`src/rtl/isa_pkg.sv`:
```
package isa_pkg;

  // one 32-bit alpha instruction word, read in two formats
  // opcode and ra sit in the same bits in both views
  typedef union packed {
    struct packed {
      logic [5:0]  opcode;    // bits 31:26
      logic [4:0]  ra;        // link / test register
      logic [20:0] disp;      // longword displacement
    } br;                     // branch format
    struct packed {
      logic [5:0]  opcode;
      logic [4:0]  ra;
      logic [4:0]  rb;        // holds the jump target at execute
      logic [1:0]  hint;      // jmp / jsr / ret / coroutine
      logic [13:0] hint_disp; // icache hint, not used here
    } jmp;                    // memory / jump format
  } alpha_inst_t;

  // unconditional direct branches
  localparam logic [5:0] op_br      = 6'h30;
  localparam logic [5:0] op_bsr     = 6'h34;

  // jmp, jsr, ret, jsr_coroutine share one opcode
  localparam logic [5:0] op_jsr_grp = 6'h1a;

  // conditional branches
  localparam logic [5:0] op_blbc    = 6'h38;
  localparam logic [5:0] op_beq     = 6'h39;
  localparam logic [5:0] op_blt     = 6'h3a;
  localparam logic [5:0] op_ble     = 6'h3b;
  localparam logic [5:0] op_blbs    = 6'h3c;
  localparam logic [5:0] op_bne     = 6'h3d;
  localparam logic [5:0] op_bge     = 6'h3e;
  localparam logic [5:0] op_bgt     = 6'h3f;

  // hint value of the jump group that marks a return
  localparam logic [1:0] jmp_hint_ret = 2'b10;

endpackage

```
`src/rtl/bp_pkg.sv`:
```
package bp_pkg;

  // fetch width
  localparam int num_lanes = 2;

  // branch history table, indexed by pc[8:2]
  localparam int bht_idx_bits = 7;
  localparam int bht_entries  = 1 << bht_idx_bits;

  // indirect target buffer, index pc[6:2], tag pc[16:7]
  localparam int btb_idx_bits = 5;
  localparam int btb_tag_bits = 10;
  localparam int btb_entries  = 1 << btb_idx_bits;

  typedef logic [63:0] pc_t;

  // what the decoder found in one lane
  typedef enum logic [1:0] {
    kind_none     = 2'd0,
    kind_cond     = 2'd1, // counter decides
    kind_direct   = 2'd2, // br / bsr, always taken
    kind_indirect = 2'd3  // jump group, needs a btb hit
  } br_kind_t;

  // two-bit saturating counter, msb is the prediction
  typedef logic [1:0] ctr_t;

  localparam ctr_t ctr_min   = 2'b00; // strongly not taken
  localparam ctr_t ctr_reset = 2'b01; // weakly not taken
  localparam ctr_t ctr_max   = 2'b11; // strongly taken

endpackage

```
`src/rtl/branch_decoder.sv`:
```
`timescale 1ns/1ns

module branch_decoder (
  input  isa_pkg::alpha_inst_t inst,
  input  bp_pkg::pc_t          pc,
  input  logic                 valid,
  output bp_pkg::br_kind_t     kind,
  output bp_pkg::pc_t          direct_target,
  output logic                 is_ret
);
  import isa_pkg::*;
  import bp_pkg::*;

  pc_t disp_bytes; // displacement scaled to bytes, sign extended

  // longword displacement -> byte offset
  assign disp_bytes    = {{41{inst.br.disp[20]}}, inst.br.disp, 2'b00};
  assign direct_target = pc + 64'd4 + disp_bytes; // relative to the updated pc

  always_comb begin
    kind   = kind_none;
    is_ret = 1'b0;
    if (valid) begin
      case (inst.br.opcode)
        op_blbc, op_beq, op_blt, op_ble,
        op_blbs, op_bne, op_bge, op_bgt: begin
          kind = kind_cond;
        end
        op_br, op_bsr: begin
          kind = kind_direct;
        end
        op_jsr_grp: begin
          kind   = kind_indirect;
          // same word, jump view for the hint bits
          is_ret = (inst.jmp.hint == jmp_hint_ret);
        end
        default: begin
          kind = kind_none; // alu, memory, fp ...
        end
      endcase
    end

    // a return is only ever part of the jump group
    assert (!is_ret || kind == kind_indirect)
      else $error("branch_decoder: is_ret without kind_indirect");
  end

endmodule

```
`config.mk`:
```
export PLATFORM = sky130hd
export DESIGN_NAME = branch_decoder
export DESIGN_NICKNAME = d
export VERILOG_FILES = /design/src/rtl/isa_pkg.sv /design/src/rtl/bp_pkg.sv /design/src/rtl/branch_decoder.sv
export SDC_FILE = /design/constraint.sdc
export NUM_CORES = 1
export LEC_CHECK = 0
export BUFFER_PORTS_ARGS = -buffer_cell sky130_fd_sc_hd__buf_2
export CORE_MARGIN = 2
export CORE_UTILIZATION = 47
export DETAILED_ROUTE_END_ITERATION = 16
export GPL_TIMING_DRIVEN = 0
export PLACE_DENSITY = 0.81
export REMOVE_ABC_BUFFERS = 1
export SLEW_MARGIN = 15
export SYNTH_ARGS = -nofsm -noshare
export SYNTH_HDL_FRONTEND = slang
export SYNTH_SLANG_ARGS = --single-unit
```
`constraint.sdc`:
```
create_clock -name vclk -period 5.9
set_input_delay 0.59 -clock vclk [all_inputs]
set_output_delay 0.59 -clock vclk [all_outputs]
set_load 0.02 [all_outputs]
```
==> results of run 1 <==
-- worst max-delay path: cells and delay by family --
family / cells / cell delay (ns)
AOI/OAI and AO/OA: 3 / 0.64
xor gates and xnor gates: 1 / 0.16
adders and majority gates: 2 / 0.79
buffers and inverters: 2 / 0.86
and+or+nand+nor: 5 / 1.25
-- through the flow --
stage,instances,utilization (%)
CTS,833,56.2
global route,833,56.2
finish,833,56.2
detailed placement,833,56.2
global placement,833,56.2
floorplan,567,-
-- synth_stat cells, types with 2 or more instances --
library cell,number
nand3_1,8
a221oi_2,2
buf_2,10
or2_2,2
o21ai_1,7
o31ai_1,3
nor3_1,12
nand4_1,23
a21o_1,23
xor2_1,23
nor2b_1,4
and2_1,2
ha_1,121
nor2_1,30
inv_1,22
or3_1,2
nor3b_1,2
and3_1,6
clkbuf_1,18
a211oi_1,2
buf_4,2
a31oi_1,8
o21ai_0,33
nand4bb_1,2
nor4_1,3
a211o_1,2
nand2_1,62
o21bai_1,10
o211ai_1,5
xnor2_1,37
o21a_1,6
a21oi_1,79
o22ai_1,3
-- power by group through the flow --
stage	combinational (mW)	clock, mW	sequential [mW]
floorplan	0.628	0	0
global placement	0.869	0	0
detailed placement	0.884	0	0
CTS	0.889	0	0
global route	0.972	0	0
finish	0.894	0	0
-- logic make-up after synthesis --
kind of cell,after synthesis,synth area share (%)
adders and majority gates,122,35.3
buffers and inverters,53,5.21
and+or+nand+nor,164,18.3
AOI/OAI and AO/OA,199,29.1
xor gates and xnor gates,60,12.1
-- per-layer routing --
metal | track usage, % | up-vias | share of wire [%]
met5 | 0 | - | 0
met4 | 3.37 | 0 | 1.6
met3 | 1.60 | 17 | 6.1
met2 | 42.5 | 182 | 48
met1 | 28.8 | 2239 | 45
li1 | - | 2474 | -
-- area by class of cell --
cell class                 count  area (µm²)
tap                          111         139
fill                         862        3990
timing repair buffer         155         776
multi-input combinational    545        4120
inverter                      22        82.6
-- worst paths after layout --
kind | from | depth (start not counted) | end
setup / recovery | inst[20] | 13 | direct_target[56]
hold / removal | pc[0] | 0 | direct_target[0]
==> impl_metrics.tcl, run 1 <==
set metrics [dict create \
    status "finished, final reports clean" \
    wirelength_um 12100 \
    num_io_pins 164 \
    period_minus_slack_ns 4.89 \
    antenna_found_initial 0 \
    yosysWarnings 0 \
    worst_hold_path_type "in2out" \
    seq_area_um2 0 \
    dp_hpwl_um 10500 \
    tightest_slew_ns 0.884 \
    p_int_mw 0.335 \
    cp.required_ns 5.31 \
    drt_iter0_markers 242 \
    p_sw_mw 0.559 \
    cp_slowest_cell "buf_2" \
    hold_viol_final 0 \
    grt_overflow 0 \
    mostFrequentLayoutCells "buf_2 (155), ha_1 (121), a21oi_1 (79), nand2_1 (62), xnor2_1 (37)" \
    fp.dieW_um 100 \
    ir_drop_mv 0.123 \
    seq_area_frac_synth_pct 0 \
    final.setup.tns_ns 0 \
    p_leak_nw 2.66 \
    holdWs_ns 1.18 \
    power_mw 0.894 \
    final_antenna_net_count 0 \
    crit_arrival_ns 4.30 \
    fin_area_um2 5120 \
    synth_top_area_share_pct 34.8 \
    grt_pass1_wl_um 19700 \
    p_sw_share_pct 62.5 \
    rows 35 \
    drcViolationCount 0 \
    worstSetupPathType "in2out" \
    max-slew-margin-rel_pct 41.1 \
    wl_per_cell_um 14.5 \
    cts_setup_buffers 0 \
    timing.final.crit_share_pct 82.8 \
    cp_cell_sequence "buf_2, ha_1, ha_1, nand4_1, or2_0, or4_1, a21oi_1, nor3b_2, o31ai_4, and2_1, a211o_1, xor2_1, buf_2" \
    cts_hold_buf 0 \
    clockBufferCount 0 \
    grt_pass1_vias 4656 \
    synth_area_leaders "ha_1 (35%), a21oi_1 (9.1%), xnor2_1 (7.5%)" \
    ys_types 57 \
    cp-end-kind "output pin" \
    nNetsFinal 943 \
    final_common_cell "buf_2" \
    critPathMaxStageDelay_ns 0.67 \
    max_freq_ghz 0.205 \
    syn_inst 598 \
    gp_congestion 0.950 \
    pwr_density_cell_nw_per_um2 175 \
    die_area_um2 10000 \
    placed_cell_area_um2 5120 \
    pre_cts_ws_ns 0.983 \
    worst_slack_ns 1.01 \
    seq_power_share_pct 0 \
    firstDrtPassIters 5 \
    seq_cells 0 \
    die_height_um 100 \
    grt.total_usage_pct 22.7 \
    core-area_um2 9110 \
    antenna_cells 0 \
    worst_setup_path_start_kind "primary input" \
    yosys.area.top_type "ha_1" \
    finalSetupViolations 0 \
    drv_slew 0 \
    p_clk_share_pct 0 \
    pwr-share-comb_pct 100.0 \
    initial_core_util_pct 47.7 \
    port_buffers 155 \
    via_per_inst 5.90 \
    area_growth_pct 17.7 \
    layout-drive-gt1-share_pct 23.5 \
    avgSynthCellArea_um2 7.27 \
    cts_resized 0 \
    rsz0062_at_grt "false" \
    syn_area_um2 4350 \
    grt_max_degree 43 \
    vias 4912 \
    critPathMaxFanout 42 \
    cap_violations 0 \
]
Note: power is estimated with default switching activity, not from simulation.
==> inputs of run 2 (changes only) <==
--- a/config.mk
+++ b/config.mk
@@ -5,12 +5,13 @@
 export SDC_FILE = /design/constraint.sdc
 export NUM_CORES = 1
 export LEC_CHECK = 0
+export ABC_AREA = 1
 export BUFFER_PORTS_ARGS = -buffer_cell sky130_fd_sc_hd__buf_2
 export CORE_MARGIN = 2
 export CORE_UTILIZATION = 47
 export DETAILED_ROUTE_END_ITERATION = 16
 export GPL_TIMING_DRIVEN = 0
-export PLACE_DENSITY = 0.81
+export PLACE_DENSITY = 0.79
 export REMOVE_ABC_BUFFERS = 1
 export SLEW_MARGIN = 15
 export SYNTH_ARGS = -nofsm -noshare
==> constraint.sdc (replaced) <==
create_clock -name vclk -period 4.09
set_input_delay 0.409 -clock vclk [all_inputs]
set_output_delay 0.409 -clock vclk [all_outputs]
set_load 0.02 [all_outputs]
==> run 2 against run 1 <==
- design area grew 42%
- utilization fell by 0.93 points
- count of clock-buffer cells in the layout stayed put
- cell count is 91% higher
- area after synthesis up 45%
- routed wire length rose by 59%
- die area is 43% higher
- sequential share of layout area stayed put
==> impl_metrics.tcl, run 2 <==
set metrics [dict create \
    power_mw 1.47 \
    crit_arrival_ns 3.28 \
    syn_inst 1262 \
    status "finished, final reports clean" \
    ys_types 21 \
    cp_slowest_cell "buf_2" \
    max-slew-margin-rel_pct 41.1 \
    final_core_util_pct 55.2 \
    p_leak_nw 5.08 \
    layout-drive-gt1-share_pct 12.5 \
    grt_pass1_vias 6985 \
    rsz0062_at_grt "false" \
    pwr_density_cell_nw_per_um2 202 \
    cap_violations 0 \
    p_sw_mw 0.990 \
    cts_setup_buffers 0 \
    critPathBufInv 3 \
    n_fill_cell 1484 \
    p_clk_share_pct 0 \
    drcViolationCount 0 \
    grt_pass1_wl_um 31300 \
    tightest_slew_ns 0.884 \
    critPathTopFamily "simple AND/OR/NAND/NOR gates" \
    synth_top_area_share_pct 32.7 \
    seq_power_share_pct 0 \
    finalSetupViolations 0 \
    pwr-share-comb_pct 100.0 \
    yosys-top-cells-count "nand2_1 (550), inv_1 (285), ha_1 (121)" \
    avgSynthCellArea_um2 5.00 \
    hold_viol_final 0 \
    drt_iter0_markers 699 \
    cp_cell_sequence "buf_2, ha_1, ha_1, nand2_1, inv_1, nand2_1, nor3_1, nand2_1, nor2_1, nand2_1, nand2_1, nand2_1, nand2_1, buf_2" \
    critPathMaxFanout 42 \
    p_sw_share_pct 67.3 \
    antenna_cells 0 \
    cts_hold_buf 0 \
    num_io_pins 164 \
    grt.total_usage_pct 26.6 \
    ir_drop_mv 0.112 \
    clockBufferCount 0 \
    cp.required_ns 3.68 \
    worst_setup_path_start_kind "primary input" \
    worst_hold_path_type "in2out" \
    final_common_cell "nand2_1" \
    gp_congestion 0.963 \
    critPathMaxStageDelay_ns 0.67 \
    startpoint "inst[20]" \
    fp.dieW_um 120 \
    final_antenna_net_count 0 \
    yosysWarnings 0 \
    synth_area_leaders "nand2_1 (33%), ha_1 (24%), inv_1 (17%)" \
    p_int_mw 0.481 \
    die_height_um 120 \
    area_growth_pct 15.6 \
    rows 42 \
    holdWs_ns 0.818 \
    via_per_inst 4.91 \
    grt_max_degree 43 \
    firstDrtPassIters 5 \
    antenna_found_initial 0 \
    die_area_um2 14400 \
    cts_resized 0 \
    holdCritStartpoint "pc[0]" \
    nNetsFinal 1636 \
    cp-end-kind "output pin" \
    yosys.area.top_type "nand2_1" \
    grt_overflow 0 \
    seq_cells 0 \
    holdPathEnd "direct_target[0]" \
    max_freq_ghz 0.271 \
    timing.final.crit_share_pct 90.3 \
    seq_area_um2 0 \
    worstSetupPathType "in2out" \
    seq_area_frac_synth_pct 0 \
    initial_core_util_pct 47.8 \
    vias 7805 \
    wl_per_cell_um 12.1 \
    drv_slew 0 \
    dp_hpwl_um 17500 \
    hold_path_depth 0 \
    mostFrequentLayoutCells "nand2_1 (550), inv_1 (285), buf_2 (155), ha_1 (121), nor2_1 (108)" \
    wirelength_um 19300 \
    core-area_um2 13200 \
    final.setup.tns_ns 0 \
    port_buffers 155 \
    crit_top_cell "nand2_1" \
    synth.most_common_cell "nand2_1" \
    syn_area_um2 6300 \
    period_minus_slack_ns 3.69 \
]
[run 2: worst max path at each step]
stage,slack [ns],cells past startpoint,to
3_5_place_dp,0.47,14,direct_target[61]
6_report,0.40,14,direct_target[61]
3_3_place_gp,0.49,14,direct_target[55]
2_1_floorplan,1.40,12,direct_target[35]
5_1_grt,0.14,14,direct_target[61]
4_1_cts,0.45,14,direct_target[61]
[run 2: through the flow]
stage / cell area, µm² / instances / setup slack [ns]
finish: 7290 / 1591 / 0.396
global route: 7290 / 1591 / 0.142
CTS: 7290 / 1591 / 0.454
detailed placement: 7290 / 1591 / 0.465
global placement: 7290 / 1591 / 0.486
floorplan: 6290 / 1260 / 1.40
[run 2: logic make-up after synthesis]
| kind of cell | synth area share (%) |
|---|---|
| XOR/XNOR | 4.58 |
| buffers and inverters | 17.2 |
| AND/OR/NAND/NOR | 48.7 |
| AO/OA/AOI/OAI | 5.16 |
| adder cells (fa/ha/maj) | 24.3 |
[run 2: final cells by class]
type | count | area, µm² | share of cell area, %
inverters | 285 | 1070 | 14.7
multi-input cells | 975 | 5220 | 71.6
well taps | 176 | 220 | 3.02
repair buffers | 155 | 776 | 10.6
[run 2: metal layers]
metal  vias up  track usage (%)  part of all wire (%)
met2       260             44.4                    43
li1       4123                -                     -
met5         -                0                     0
met4         0             4.04                   1.5
met3        18            0.523                   6.6
met1      3404             39.0                    49
[run 2: power by group through the flow]
stage	combinational, mW	clock [mW]	sequential, mW
2_1_floorplan	0.999	0	0
3_3_place_gp	1.44	0	0
3_5_place_dp	1.45	0	0
4_1_cts	1.46	0	0
5_1_grt	1.63	0	0
6_report	1.47	0	0
