`config.mk`:
```
export PLATFORM = sky130hd
export DESIGN_NAME = fetch_redirect
export DESIGN_NICKNAME = d
export VERILOG_FILES = /design/src/rtl/bp_pkg.sv /design/src/rtl/fetch_redirect.sv
export SDC_FILE = /design/constraint.sdc
export NUM_CORES = 1
export LEC_CHECK = 0
export BUFFER_PORTS_ARGS = -buffer_cell sky130_fd_sc_hd__buf_2
export CELL_PAD_IN_SITES_DETAIL_PLACEMENT = 1
export CELL_PAD_IN_SITES_GLOBAL_PLACEMENT = 1
export CORE_AREA = 2 2 153 155
export DETAILED_ROUTE_END_ITERATION = 8
export DIE_AREA = 0 0 155 157
export PLACE_DENSITY_LB_ADDON = 0.25
export SYNTH_ARGS = -nofsm -noshare
export SYNTH_HDL_FRONTEND = slang
export SYNTH_SLANG_ARGS = --single-unit
```
`constraint.sdc`:
```
create_clock -name vclk -period 3.4
set_clock_uncertainty 0.05 [all_clocks]
set_input_delay 0.68 -clock vclk [all_inputs]
set_output_delay 0.68 -clock vclk [all_outputs]
set_load 0.01 [all_outputs]
```
`src/rtl/bp_pkg.sv`:
```
package bp_pkg;

  // fetch width
  localparam int num_lanes = 2;

  // branch history table, indexed by pc[8:2]
  localparam int bht_idx_bits = 7;
  localparam int bht_entries  = 1 << bht_idx_bits;

  // indirect target buffer, index pc[6:2], tag pc[16:7]
  localparam int btb_idx_bits = 5;
  localparam int btb_tag_bits = 10;
  localparam int btb_entries  = 1 << btb_idx_bits;

  typedef logic [63:0] pc_t;

  // what the decoder found in one lane
  typedef enum logic [1:0] {
    kind_none     = 2'd0,
    kind_cond     = 2'd1, // counter decides
    kind_direct   = 2'd2, // br / bsr, always taken
    kind_indirect = 2'd3  // jump group, needs a btb hit
  } br_kind_t;

  // two-bit saturating counter, msb is the prediction
  typedef logic [1:0] ctr_t;

  localparam ctr_t ctr_min   = 2'b00; // strongly not taken
  localparam ctr_t ctr_reset = 2'b01; // weakly not taken
  localparam ctr_t ctr_max   = 2'b11; // strongly taken

endpackage

```
`src/rtl/fetch_redirect.sv`:
```
`timescale 1ns/1ns

module fetch_redirect (
  input  bp_pkg::br_kind_t             kind          [bp_pkg::num_lanes],
  input  bp_pkg::pc_t                  direct_target [bp_pkg::num_lanes],
  input  logic [bp_pkg::num_lanes-1:0] is_ret,
  input  logic [bp_pkg::num_lanes-1:0] ctr_msb,
  input  logic [bp_pkg::num_lanes-1:0] btb_hit,
  input  bp_pkg::pc_t                  btb_target    [bp_pkg::num_lanes],
  input  logic                         rollback,
  input  bp_pkg::pc_t                  rollback_target,
  output logic [bp_pkg::num_lanes-1:0] branch,
  output logic [bp_pkg::num_lanes-1:0] taken,
  output logic                         redirect,
  output bp_pkg::pc_t                  redirect_target
);
  import bp_pkg::*;

  logic [num_lanes-1:0] lane_branch;      // before rollback
  logic [num_lanes-1:0] lane_taken;       // before lane priority
  pc_t                  lane_target [num_lanes];

  // per-lane decision
  always_comb begin
    for (int l = 0; l < num_lanes; l++) begin
      lane_branch[l] = (kind[l] != kind_none);
      lane_target[l] = (kind[l] == kind_indirect) ? btb_target[l] : direct_target[l];
      case (kind[l])
        kind_direct:   lane_taken[l] = 1'b1;
        kind_cond:     lane_taken[l] = ctr_msb[l];             // counter msb
        kind_indirect: lane_taken[l] = btb_hit[l] && !is_ret[l]; // no ras, returns fall through
        default:       lane_taken[l] = 1'b0;
      endcase
    end
  end

  // oldest taken lane wins, rollback beats everything
  always_comb begin
    branch          = lane_branch;
    taken           = lane_taken;
    taken[1]        = lane_taken[1] && !lane_taken[0]; // younger lane is on the wrong path
    redirect        = |taken;
    redirect_target = '0;
    if (lane_taken[0]) begin
      redirect_target = lane_target[0];
    end else if (lane_taken[1]) begin
      redirect_target = lane_target[1];
    end
    if (rollback) begin
      branch          = '0;
      taken           = '0;
      redirect        = 1'b1;
      redirect_target = rollback_target;
    end

    // a taken lane must be a branch
    assert ((taken & ~branch) == '0)
      else $error("fetch_redirect: taken without branch");
  end

endmodule

```
==> metrics.md, run 1 <==
| Metric | Value |
|---|---|
| Num sequential | 0 |
| Register share of total power | 0% |
| Area growth from synthesis to final layout | 70.3% |
| Crit Path Category | in -> out |
| Result of the run | finished, final reports clean |
| Die span in x | 155 um |
| Maximum fanout along the worst path | 35 |
| Final #Nets | approximately 1100 |
| Number of hold buffers added after CTS | 0 |
| Setup Total Neg Slack | 0 ns |
| Leftover overflow at the end of global routing | 0 |
| Via-per-instance ratio | ~4.4 |
| Final hold violation count | 0 |
| Starting density of the core | roughly 14% |
| Residual DRC | 0 |
| Boundary Pins | 400 |
| Element type at the critical path end | output port |
| Post-layout utilization of the core | 23.3% |
| Overall routing resource usage | between 10% and 20% |
| Via count | between 4000 and 5000 |
| Post-route antenna net violation count | 0 |
| Die Area | about 0.024 mm^2 |
| Gate Count Post-Synth | 386 |
| First-pass GRT wire length | ~27000 um |
| Post-synthesis sequential area ratio | 0% |
| Cell Int Power | 0.379 mW |
| Endpoints failing setup | 0 |
| DRT Pass-1 Iters | 4 |
| Setup repair bufs after CTS | 0 |
| Static Leakage | approximately 2.5 nW |
| Synth top cells by count | 128 x sky130_fd_sc_hd__mux2i_1, 64 x sky130_fd_sc_hd__o22a_1, 45 x sky130_fd_sc_hd__nor3_1 |
| Final weighted congestion in routability-driven placement | ~0.76 |
| Die boundary height | ~160 um |
| Syn nets | 717 |
| Clock period minus final worst setup slack | ~2.8 ns |
| Top-count cell post-synth | sky130_fd_sc_hd__mux2i_1 |
| Share of the synthesized area in the top cell type | a little over two fifths |
| Cell type contributing the most total cell area after synthesis | sky130_fd_sc_hd__mux2i_1 |
| Final Slew Violations | 0 |
| Final period utilization | a little over four fifths |
| Number of antenna violations at the first check in global routing | 2 |
| Worst hold path class | in -> out |
| Final-layout clock buffer total | 0 |
| CP Launch Type | input port |
| Number of standard cells in the layout, taps in and fillers out | around 1000 |
| Number of different library cells in the post-synthesis netlist | 19 |
| Arrival time worst endpoint | approximately 2.1 ns |
| # fillers | about 2900 |
| Fraction of layout instances using a drive strength above 1 | 58.4% |
| Standard-cell row count | 55 |
| Worst max-slew margin expressed relative to the limit | about 65% |
| Avg Inst Size Synth | 7.96 um^2 |
| Part of the power in combinational logic | 100.0% |
| Final Routed Wirelength | 17900 um |
| Peak ir drop on the vdd network | between 0.05 and 0.06 mV |
| Setup repair after global routing missed its margin | no |
| Count of placed standard cells including taps | 1033 |
| Clock network power share | 0% |
| Data required time at the worst endpoint | approximately 2.7 ns |
| Ranking of synthesized cells by area | sky130_fd_sc_hd__mux2i_1 42%, sky130_fd_sc_hd__o22a_1 18%, sky130_fd_sc_hd__buf_6 7.3%, sky130_fd_sc_hd__nor3_1 7.3%, sky130_fd_sc_hd__o21ai_1 6.8% |
| Maximum number of pins on one net before global-route repair | between 70 and 80 |
| Dpl hpwl | approximately 15000 um |
| Worst slew pin tran | 0.520 ns |
| Number of DRC violations after detailed-routing iteration 0 | a little under 90 |
| Count of input and output buffers | 400 |
| Sw frac | approximately half |
| Pwr/cell area | 144 mW/mm^2 |
| Post-Synthesis Cell Area | between 0.003 and 0.004 mm^2 |
| Final Total Pwr | around 0.75 mW |
| Number of gates given a new drive strength after cts | 0 |
| Max frequency | about 0.35 GHz |
| Vias in the first global route | between 4000 and 5000 |
| Post-Route Hold Slack | between 1.5 and 2 ns |
| Switch Pwr | approximately 0.37 mW |
| Placeable core region | about 0.023 mm^2 |
| Synth warnings | 0 |
| WL per Instance | 17.3 um |
| Reg area | 0 um^2 |
| Max-capacitance violation count | 0 |
## placed cells by master, fill, tap and decap left out, types with 2 or more instances in the layout
cell type,Yosys,routed
sky130_fd_sc_hd__buf_2,3,400
sky130_fd_sc_hd__a21oi_1,2,2
sky130_fd_sc_hd__and2_4,2,2
sky130_fd_sc_hd__buf_4,3,3
sky130_fd_sc_hd__buf_12,0,8
sky130_fd_sc_hd__nor3_1,45,45
sky130_fd_sc_hd__nor3_2,20,20
sky130_fd_sc_hd__mux2i_1,128,128
sky130_fd_sc_hd__o21ai_1,42,42
sky130_fd_sc_hd__o22a_1,64,64
sky130_fd_sc_hd__nand2b_1,2,2
sky130_fd_sc_hd__o21ai_0,22,22
sky130_fd_sc_hd__a21o_2,0,2
sky130_fd_sc_hd__nor2_1,5,5
## critical path, stage by stage
cell and delay [ns]:
sky130_fd_sc_hd__buf_2 0.11, sky130_fd_sc_hd__a21oi_1 0.28, sky130_fd_sc_hd__a21o_2 0.18, sky130_fd_sc_hd__buf_4 0.36
sky130_fd_sc_hd__o21ai_0 0.16, sky130_fd_sc_hd__o22a_1 0.17, sky130_fd_sc_hd__buf_2 0.13
## final cells by class
class | instances | area (um^2) | share of cell area [%]
multi-input cells | 336 | 2690 | 51.3
well taps | 285 | 357 | 6.81
repair buffers | 411 | 2180 | 41.7
diodes | 1 | 2.50 | 0.0478
inverters | 1 | 5.00 | 0.0956
## per-layer routing
metal / part of all wire [%] / routed length (um) / global-route usage [%] / up-vias
met5: 0.073 / 13 / 0 / -
met4: 0.90 / 161 / 1.15 / 2
met3: 8.1 / 1450 / 2.45 / 12
met2: 52 / 9260 / 26.9 / 239
met1: 39 / 6960 / 15.5 / 2069
li1: - / - / - / 2234
## logic make-up after synthesis
group	share of synthesized area (%)
compound gates	29.8
mux	41.7
simple gates	15.6
buf+inv	12.9
## power groups by stage
stage                     Combinational [mW]  Sequential (mW)    Clock [mW]
after global placement                 0.765                0             0
after detailed placement               0.767                0             0
final                                  0.753                0  0.0000000394
after CTS                              0.769                0             0
after floorplan                        0.427                0             0
after global routing                   0.832                0  0.0000000393
## per-stage QoR
step / cell area (um^2) / worst slack [ns]
floorplan: 3070 / 1.06
global placement: 5230 / 0.529
detailed placement: 5230 / 0.546
CTS: 5230 / 0.542
global route: 5230 / 0.399
finish: 5230 / 0.569
## worst paths after layout
kind / end / from / slack (ns) / depth (start not counted)
worst max-delay path: redirect_target[41] / kind[2] / 0.57 / 7
worst min-delay path: redirect_target[56] / rollback_target[56] / 1.61 / 3
Power figures use the tool's default switching activity.
==> run 2: changes to the inputs <==
--- a/config.mk
+++ b/config.mk
@@ -8,9 +8,9 @@
 export BUFFER_PORTS_ARGS = -buffer_cell sky130_fd_sc_hd__buf_2
 export CELL_PAD_IN_SITES_DETAIL_PLACEMENT = 1
 export CELL_PAD_IN_SITES_GLOBAL_PLACEMENT = 1
-export CORE_AREA = 2 2 153 155
+export CORE_AREA = 2 2 155 157
 export DETAILED_ROUTE_END_ITERATION = 8
-export DIE_AREA = 0 0 155 157
+export DIE_AREA = 0 0 157 159
 export PLACE_DENSITY_LB_ADDON = 0.25
 export SYNTH_ARGS = -nofsm -noshare
 export SYNTH_HDL_FRONTEND = slang
==> constraint.sdc (replaced) <==
create_clock -name vclk -period 2.5
set_clock_uncertainty 0.05 [all_clocks]
set_input_delay 0.5 -clock vclk [all_inputs]
set_output_delay 0.5 -clock vclk [all_outputs]
set_load 0.01 [all_outputs]
==> metrics.md, run 2 (synthesized netlist as in run 1, its figures left out) <==
| Metric | Value |
|---|---|
| Worst max-slew margin expressed relative to the limit | 78.4% (+13 points) |
| Maximum fanout along the worst path | 25 (-29%) |
| Leftover overflow at the end of global routing | 0 (unchanged) |
| Standard-cell row count | 56 (+1.8%) |
| Setup repair bufs after CTS | 0 (unchanged) |
| Final Routed Wirelength | 19200 um (+7.6%) |
| Final weighted congestion in routability-driven placement | 0.799 (+5.7%) |
| Max-capacitance violation count | 0 (unchanged) |
| Via-per-instance ratio | 4.22 (-4.1%) |
| First-pass GRT wire length | 27900 um (+5.0%) |
| Starting density of the core | 13.2% (-0.41 points) |
| Arrival time worst endpoint | 1.83 ns (-0.27 ns) |
| Pwr/cell area | 199 mW/mm^2 (+38%) |
| Post-Route Hold Slack | 1.25 ns (-0.362 ns) |
| Residual DRC | 0 (unchanged) |
| Max frequency | ~0.42 GHz |
| Overall routing resource usage | 14.2% (+0.67 points) |
| Via count | 4562 (+0.13%) |
| Commonest non-fill, non-tap cells in the layout | 400 x sky130_fd_sc_hd__buf_2, 128 x sky130_fd_sc_hd__mux2i_1, 64 x sky130_fd_sc_hd__o22a_1, 45 x sky130_fd_sc_hd__nor3_1, 42 x sky130_fd_sc_hd__o21ai_1 |
| Result of the run | finished, final reports clean |
| Die Area | 0.0250 mm^2 (+2.6%) |
| Final hold violation count | 0 (unchanged) |
| DRT Pass-1 Iters | 4 (unchanged) |
| Post-route antenna net violation count | 0 (unchanged) |
| Worst hold path class | in -> out |
| Boundary Pins | 400 (unchanged) |
| Static Leakage | 2.63 nW (+3.4%) |
| Final period utilization | about 95% |
| Final-layout clock buffer total | 0 (unchanged) |
| Count of placed standard cells including taps | 1079 (+4.5%) |
| Die boundary height | 159 um (+1.3%) |
| Setup repair after global routing missed its margin | no |
| Final Slew Violations | 0 (unchanged) |
| Clock period minus final worst setup slack | 2.38 ns |
| Most common cell after layout, fill and taps aside | sky130_fd_sc_hd__buf_2 |
| Fraction of layout instances using a drive strength above 1 | 59.1% (+0.66 points) |
| Area growth from synthesis to final layout | 77.1% |
| Reg area | 0 um^2 (unchanged) |
| Dpl hpwl | 16200 um (+12%) |
| Final #Nets | 1093 (+1.1%) |
| Maximum number of pins on one net before global-route repair | 71 (-6.6%) |
| Count of input and output buffers | 400 (unchanged) |
| Vias in the first global route | 4963 (+1.0%) |
| Number of antenna violations at the first check in global routing | 2 (unchanged) |
| Number of gates given a new drive strength after cts | 0 (unchanged) |
| Die span in x | 157 um (+1.3%) |
| Data required time at the worst endpoint | 1.95 ns (-0.72 ns) |
| Peak ir drop on the vdd network | 0.0542 mV (-9.5%) |
| WL per Instance | 17.8 um (+3.0%) |
| Number of hold buffers added after CTS | 0 (unchanged) |
| Worst slew pin tran | 0.314 ns (-0.206 ns) |
| Num sequential | 0 (unchanged) |
| Number of DRC violations after detailed-routing iteration 0 | 115 (+31%) |
| Setup Total Neg Slack | 0 ns (unchanged) |
| Element type at the critical path end | output port |
| Crit Path Category | in -> out |
| Endpoints failing setup | 0 (unchanged) |
| CP Launch Type | input port |
| Number of standard cells in the layout, taps in and fillers out | 1080 (+4.4%) |
| Placeable core region | 0.0232 mm^2 (+3.1%) |
[run 2: layout make-up]
cell class / count / area [um^2]
inverters: 1 / 5.00
multi-input cells: 336 / 2690
diodes: 1 / 2.50
fillers: 2933 / 17800
well taps: 319 / 399
repair buffers: 423 / 2350
[run 2: layer usage]
layer	up-vias	track usage, %	part of all wire (%)
met4	2	0.375	0.010
li1	2257	-	-
met1	2080	15.0	37
met3	2	2.50	7.8
met2	221	29.9	55
met5	-	0	0.068
[run 2: path summary, 6_finish.rpt]
| check | start | to | slack [ns] | cells past startpoint |
|---|---|---|---|---|
| worst min-delay path | rollback_target[13] | redirect_target[13] | 1.25 | 3 |
| worst max-delay path | kind[2] | redirect_target[17] | 0.12 | 7 |
[run 2: critical path, cell delays in order]
cell and delay [ns]:
sky130_fd_sc_hd__buf_2 0.11, sky130_fd_sc_hd__and2_4 0.20, sky130_fd_sc_hd__a21o_2 0.29, sky130_fd_sc_hd__buf_12 0.18, sky130_fd_sc_hd__o21ai_0 0.25, sky130_fd_sc_hd__o22a_1 0.16, sky130_fd_sc_hd__buf_2 0.12
[run 2: through the flow]
step | utilization [%] | instance area [um^2] | setup WS (ns) | total power [mW]
6_report | 23.5 | 5440 | 0.119 | 1.08
5_1_grt | 23.5 | 5440 | 0.0103 | 1.18
4_1_cts | 23.5 | 5440 | 0.0749 | 1.10
3_5_place_dp | 23.5 | 5440 | 0.0808 | 1.10
3_3_place_gp | 23.5 | 5440 | 0.0579 | 1.10
2_1_floorplan | - | 3070 | 0.516 | 0.581
[run 2: power breakdown]
group          switching [mW]  internal, mW  leakage [nW]    total (mW)
registers                   0             0             0             0
clock network               0  0.0000000538    0.00000634  0.0000000538
logic                   0.534         0.548          2.63          1.08
total                   0.534         0.548          2.63          1.08
==> run 3: changes to the inputs <==
--- a/config.mk
+++ b/config.mk
@@ -5,12 +5,13 @@
 export SDC_FILE = /design/constraint.sdc
 export NUM_CORES = 1
 export LEC_CHECK = 0
+export ABC_AREA = 1
 export BUFFER_PORTS_ARGS = -buffer_cell sky130_fd_sc_hd__buf_2
 export CELL_PAD_IN_SITES_DETAIL_PLACEMENT = 1
 export CELL_PAD_IN_SITES_GLOBAL_PLACEMENT = 1
-export CORE_AREA = 2 2 155 157
+export CORE_AREA = 2 2 154 156
 export DETAILED_ROUTE_END_ITERATION = 8
-export DIE_AREA = 0 0 157 159
+export DIE_AREA = 0 0 156 158
 export PLACE_DENSITY_LB_ADDON = 0.25
 export SYNTH_ARGS = -nofsm -noshare
 export SYNTH_HDL_FRONTEND = slang
==> metrics.md, run 3 <==
| Metric | Value |
|---|---|
| Critical-path cell list | buf_2, nand2_2, clkinv_1, nand2_1, nand2_4, buf_12, clkbuf_16, nand4_1, nand2_1, buf_2 |
| Element type at the critical path end | output port |
| Die span in x | 156 um (-0.64%) |
| Via-per-instance ratio | 4.33 (+2.4%) |
| Ranking of synthesized cells by area | sky130_fd_sc_hd__nand2_1 45%, sky130_fd_sc_hd__inv_1 13%, sky130_fd_sc_hd__nor2_1 13%, sky130_fd_sc_hd__nand4_1 10%, sky130_fd_sc_hd__nand3_1 8.6% |
| CP Launch Type | input port |
| Setup Total Neg Slack | 0 ns (unchanged) |
| Standard-cell row count | 56 (unchanged) |
| Data required time at the worst endpoint | 1.95 ns (about the same) |
| # fillers | 3328 (+13%) |
| Family of cells with the greatest summed delay on the critical path | buffers and inverters |
| DRT Pass-1 Iters | 4 (unchanged) |
| Fraction of met1 tracks used by global routing | 21.8% (+6.8 points) |
| Placeable core region | 0.0231 mm^2 (-0.60%) |
| Share of the synthesized area in the top cell type | 44.9% (+3.2 points) |
| Avg Inst Size Synth | 4.15 um^2 (-48%) |
| Peak ir drop on the vdd network | 0.0844 mV (+56%) |
| Final #Nets | 1619 (+48%) |
| Count of placed standard cells including taps | 1574 (+46%) |
| Setup repair after global routing missed its margin | no |
| Final-layout clock buffer total | 0 (unchanged) |
| Critical-path top delay cell | sky130_fd_sc_hd__clkbuf_16 |
| Gate Count Post-Synth | 930 (+140%) |
| Num sequential | 0 (unchanged) |
| Clock period minus final worst setup slack | 2.38 ns (-0.00545 ns) |
| Fraction of layout instances using a drive strength above 1 | 33.6% (-25 points) |
| Count of buffer and inverter cells on the critical path | 5 (+2) |
| Max-capacitance violation count | 0 (unchanged) |
| Pwr/cell area | 188 mW/mm^2 (-5.3%) |
| Overall routing resource usage | 18.3% (+4.1 points) |
| Worst hold path class | in -> out |
| Reg area | 0 um^2 (unchanged) |
| Worst slew pin tran | 0.428 ns (+0.113 ns) |
| Final Routed Wirelength | 24500 um (+28%) |
| Result of the run | finished, final reports clean |
| Number of standard cells in the layout, taps in and fillers out | 1578 (+46%) |
| Post-synthesis sequential area ratio | 0% (unchanged) |
| Crit Path Category | in -> out |
| Final period utilization | 95.0% (-0.22 points) |
| Residual DRC | 0 (unchanged) |
| Post-layout utilization of the core | 27.2% (+3.8 points) |
| Synth top cells by count | 461 x sky130_fd_sc_hd__nand2_1, 135 x sky130_fd_sc_hd__inv_1, 133 x sky130_fd_sc_hd__nor2_1 |
| Cell type contributing the most total cell area after synthesis | sky130_fd_sc_hd__nand2_1 |
| Post-route antenna net violation count | 0 (unchanged) |
| Static Leakage | 4.53 nW (+72%) |
| Biggest cell delay along the critical path | 0.18 ns (-0.11 ns) |
| Final weighted congestion in routability-driven placement | 0.830 (+3.9%) |
| WL per Instance | 15.5 um (-13%) |
| Final hold violation count | 0 (unchanged) |
| Number of hold buffers added after CTS | 0 (unchanged) |
| Die Area | 0.0246 mm^2 (-1.3%) |
| Vias in the first global route | 6774 (+36%) |
| Number of DRC violations after detailed-routing iteration 0 | 278 (+140%) |
| Met3 Resource Use GR | 3.28% (+0.78 points) |
| Count of input and output buffers | 400 (unchanged) |
| Maximum fanout along the worst path | 17 (-32%) |
| Number of antenna violations at the first check in global routing | 1 (-1) |
| Commonest non-fill, non-tap cells in the layout | 458 x sky130_fd_sc_hd__nand2_1, 400 x sky130_fd_sc_hd__buf_2, 133 x sky130_fd_sc_hd__nor2_1, 133 x sky130_fd_sc_hd__inv_1, 65 x sky130_fd_sc_hd__nand3_1 |
| Post-Synthesis Cell Area | 0.00385 mm^2 (+25%) |
| Final Slew Violations | 0 (unchanged) |
| Post-Route Hold Slack | 1.30 ns (+0.0514 ns) |
| Starting density of the core | 16.7% (+3.5 points) |
| Boundary Pins | 400 (unchanged) |
| First-pass GRT wire length | 36000 um (+29%) |
| Worst slack at placement | 0.0433 ns (-0.0375 ns) |
| Maximum number of pins on one net before global-route repair | 48 (-32%) |
| Synth warnings | 0 (unchanged) |
| Most used routing layer | met2 |
| Arrival time worst endpoint | 1.83 ns (about the same) |
| Max frequency | 0.421 GHz (+0.23%) |
| Die boundary height | 158 um (-0.63%) |
| Via count | 6828 (+50%) |
| Worst max-slew margin expressed relative to the limit | 71.5% (-6.9 points) |
| Endpoints failing setup | 0 (unchanged) |
| PnR worst setup slack | 0.125 ns (+0.00545 ns) |
| Top-count cell post-synth | sky130_fd_sc_hd__nand2_1 |
| Number of different library cells in the post-synthesis netlist | 12 (-7) |
| Dpl hpwl | 19100 um (+18%) |
| GRT met2 Usage | 34.7% (+4.7 points) |
| Syn nets | 1261 (+76%) |
| Most common cell after layout, fill and taps aside | sky130_fd_sc_hd__nand2_1 |
| Leftover overflow at the end of global routing | 0 (unchanged) |
| Area growth from synthesis to final layout | 62.8% |
-- run 3: stage by stage --
stage	instance area [um^2]	power, mW
after floorplan	3850	0.592
after CTS	6220	1.18
final	6270	1.18
after detailed placement	6220	1.17
after global routing	6270	1.33
after global placement	6220	1.17
-- run 3: worst min-delay path, delay by kind of cell --
family | cells | cell delay [ns]
simple gates | 3 | 0.11
buf+inv | 3 | 0.24
-- run 3: what timing repair did --
item	in CTS	in global routing
resized for setup	0	1
endpoints found under the setup margin	0	1
buffers inserted	0	1
-- run 3: kinds of logic (layout without fill, tap and decap cells) --
kind of cell	Yosys count	after routing	synth area share, %
other	0	2	0
buffers and inverters	206	562	23.2
AND/OR/NAND/NOR	724	724	76.8
-- run 3: power breakdown --
| group | switching [mW] | internal [mW] |
|---|---|---|
| registers | 0 | 0 |
| logic | 0.673 | 0.507 |
| clock network | 0 | 0.000000107 |
| total | 0.673 | 0.507 |
-- run 3: final cells by class --
cell class | instances | area (um^2) | share of cell area (%)
Timing Repair Buffer | 425 | 2410 | 38.4
Antenna cell | 2 | 5.00 | 0.0798
Multi-Input combinational cell | 724 | 2990 | 47.6
Tap cell | 290 | 363 | 5.78
Inverter | 137 | 514 | 8.20
-- run 3: final timing paths --
check | end | slack, ns | depth (start not counted) | startpoint
setup / recovery | redirect_target[54] | 0.12 | 10 | kind[2]
hold / removal | redirect_target[53] | 1.30 | 6 | rollback_target[53]
-- run 3: routing by layer --
layer / routed length [um] / share of wire, %
met5: 0 / 0
met1: 10100 / 41
met4: 414 / 1.7
met3: 1800 / 7.3
met2: 12200 / 50
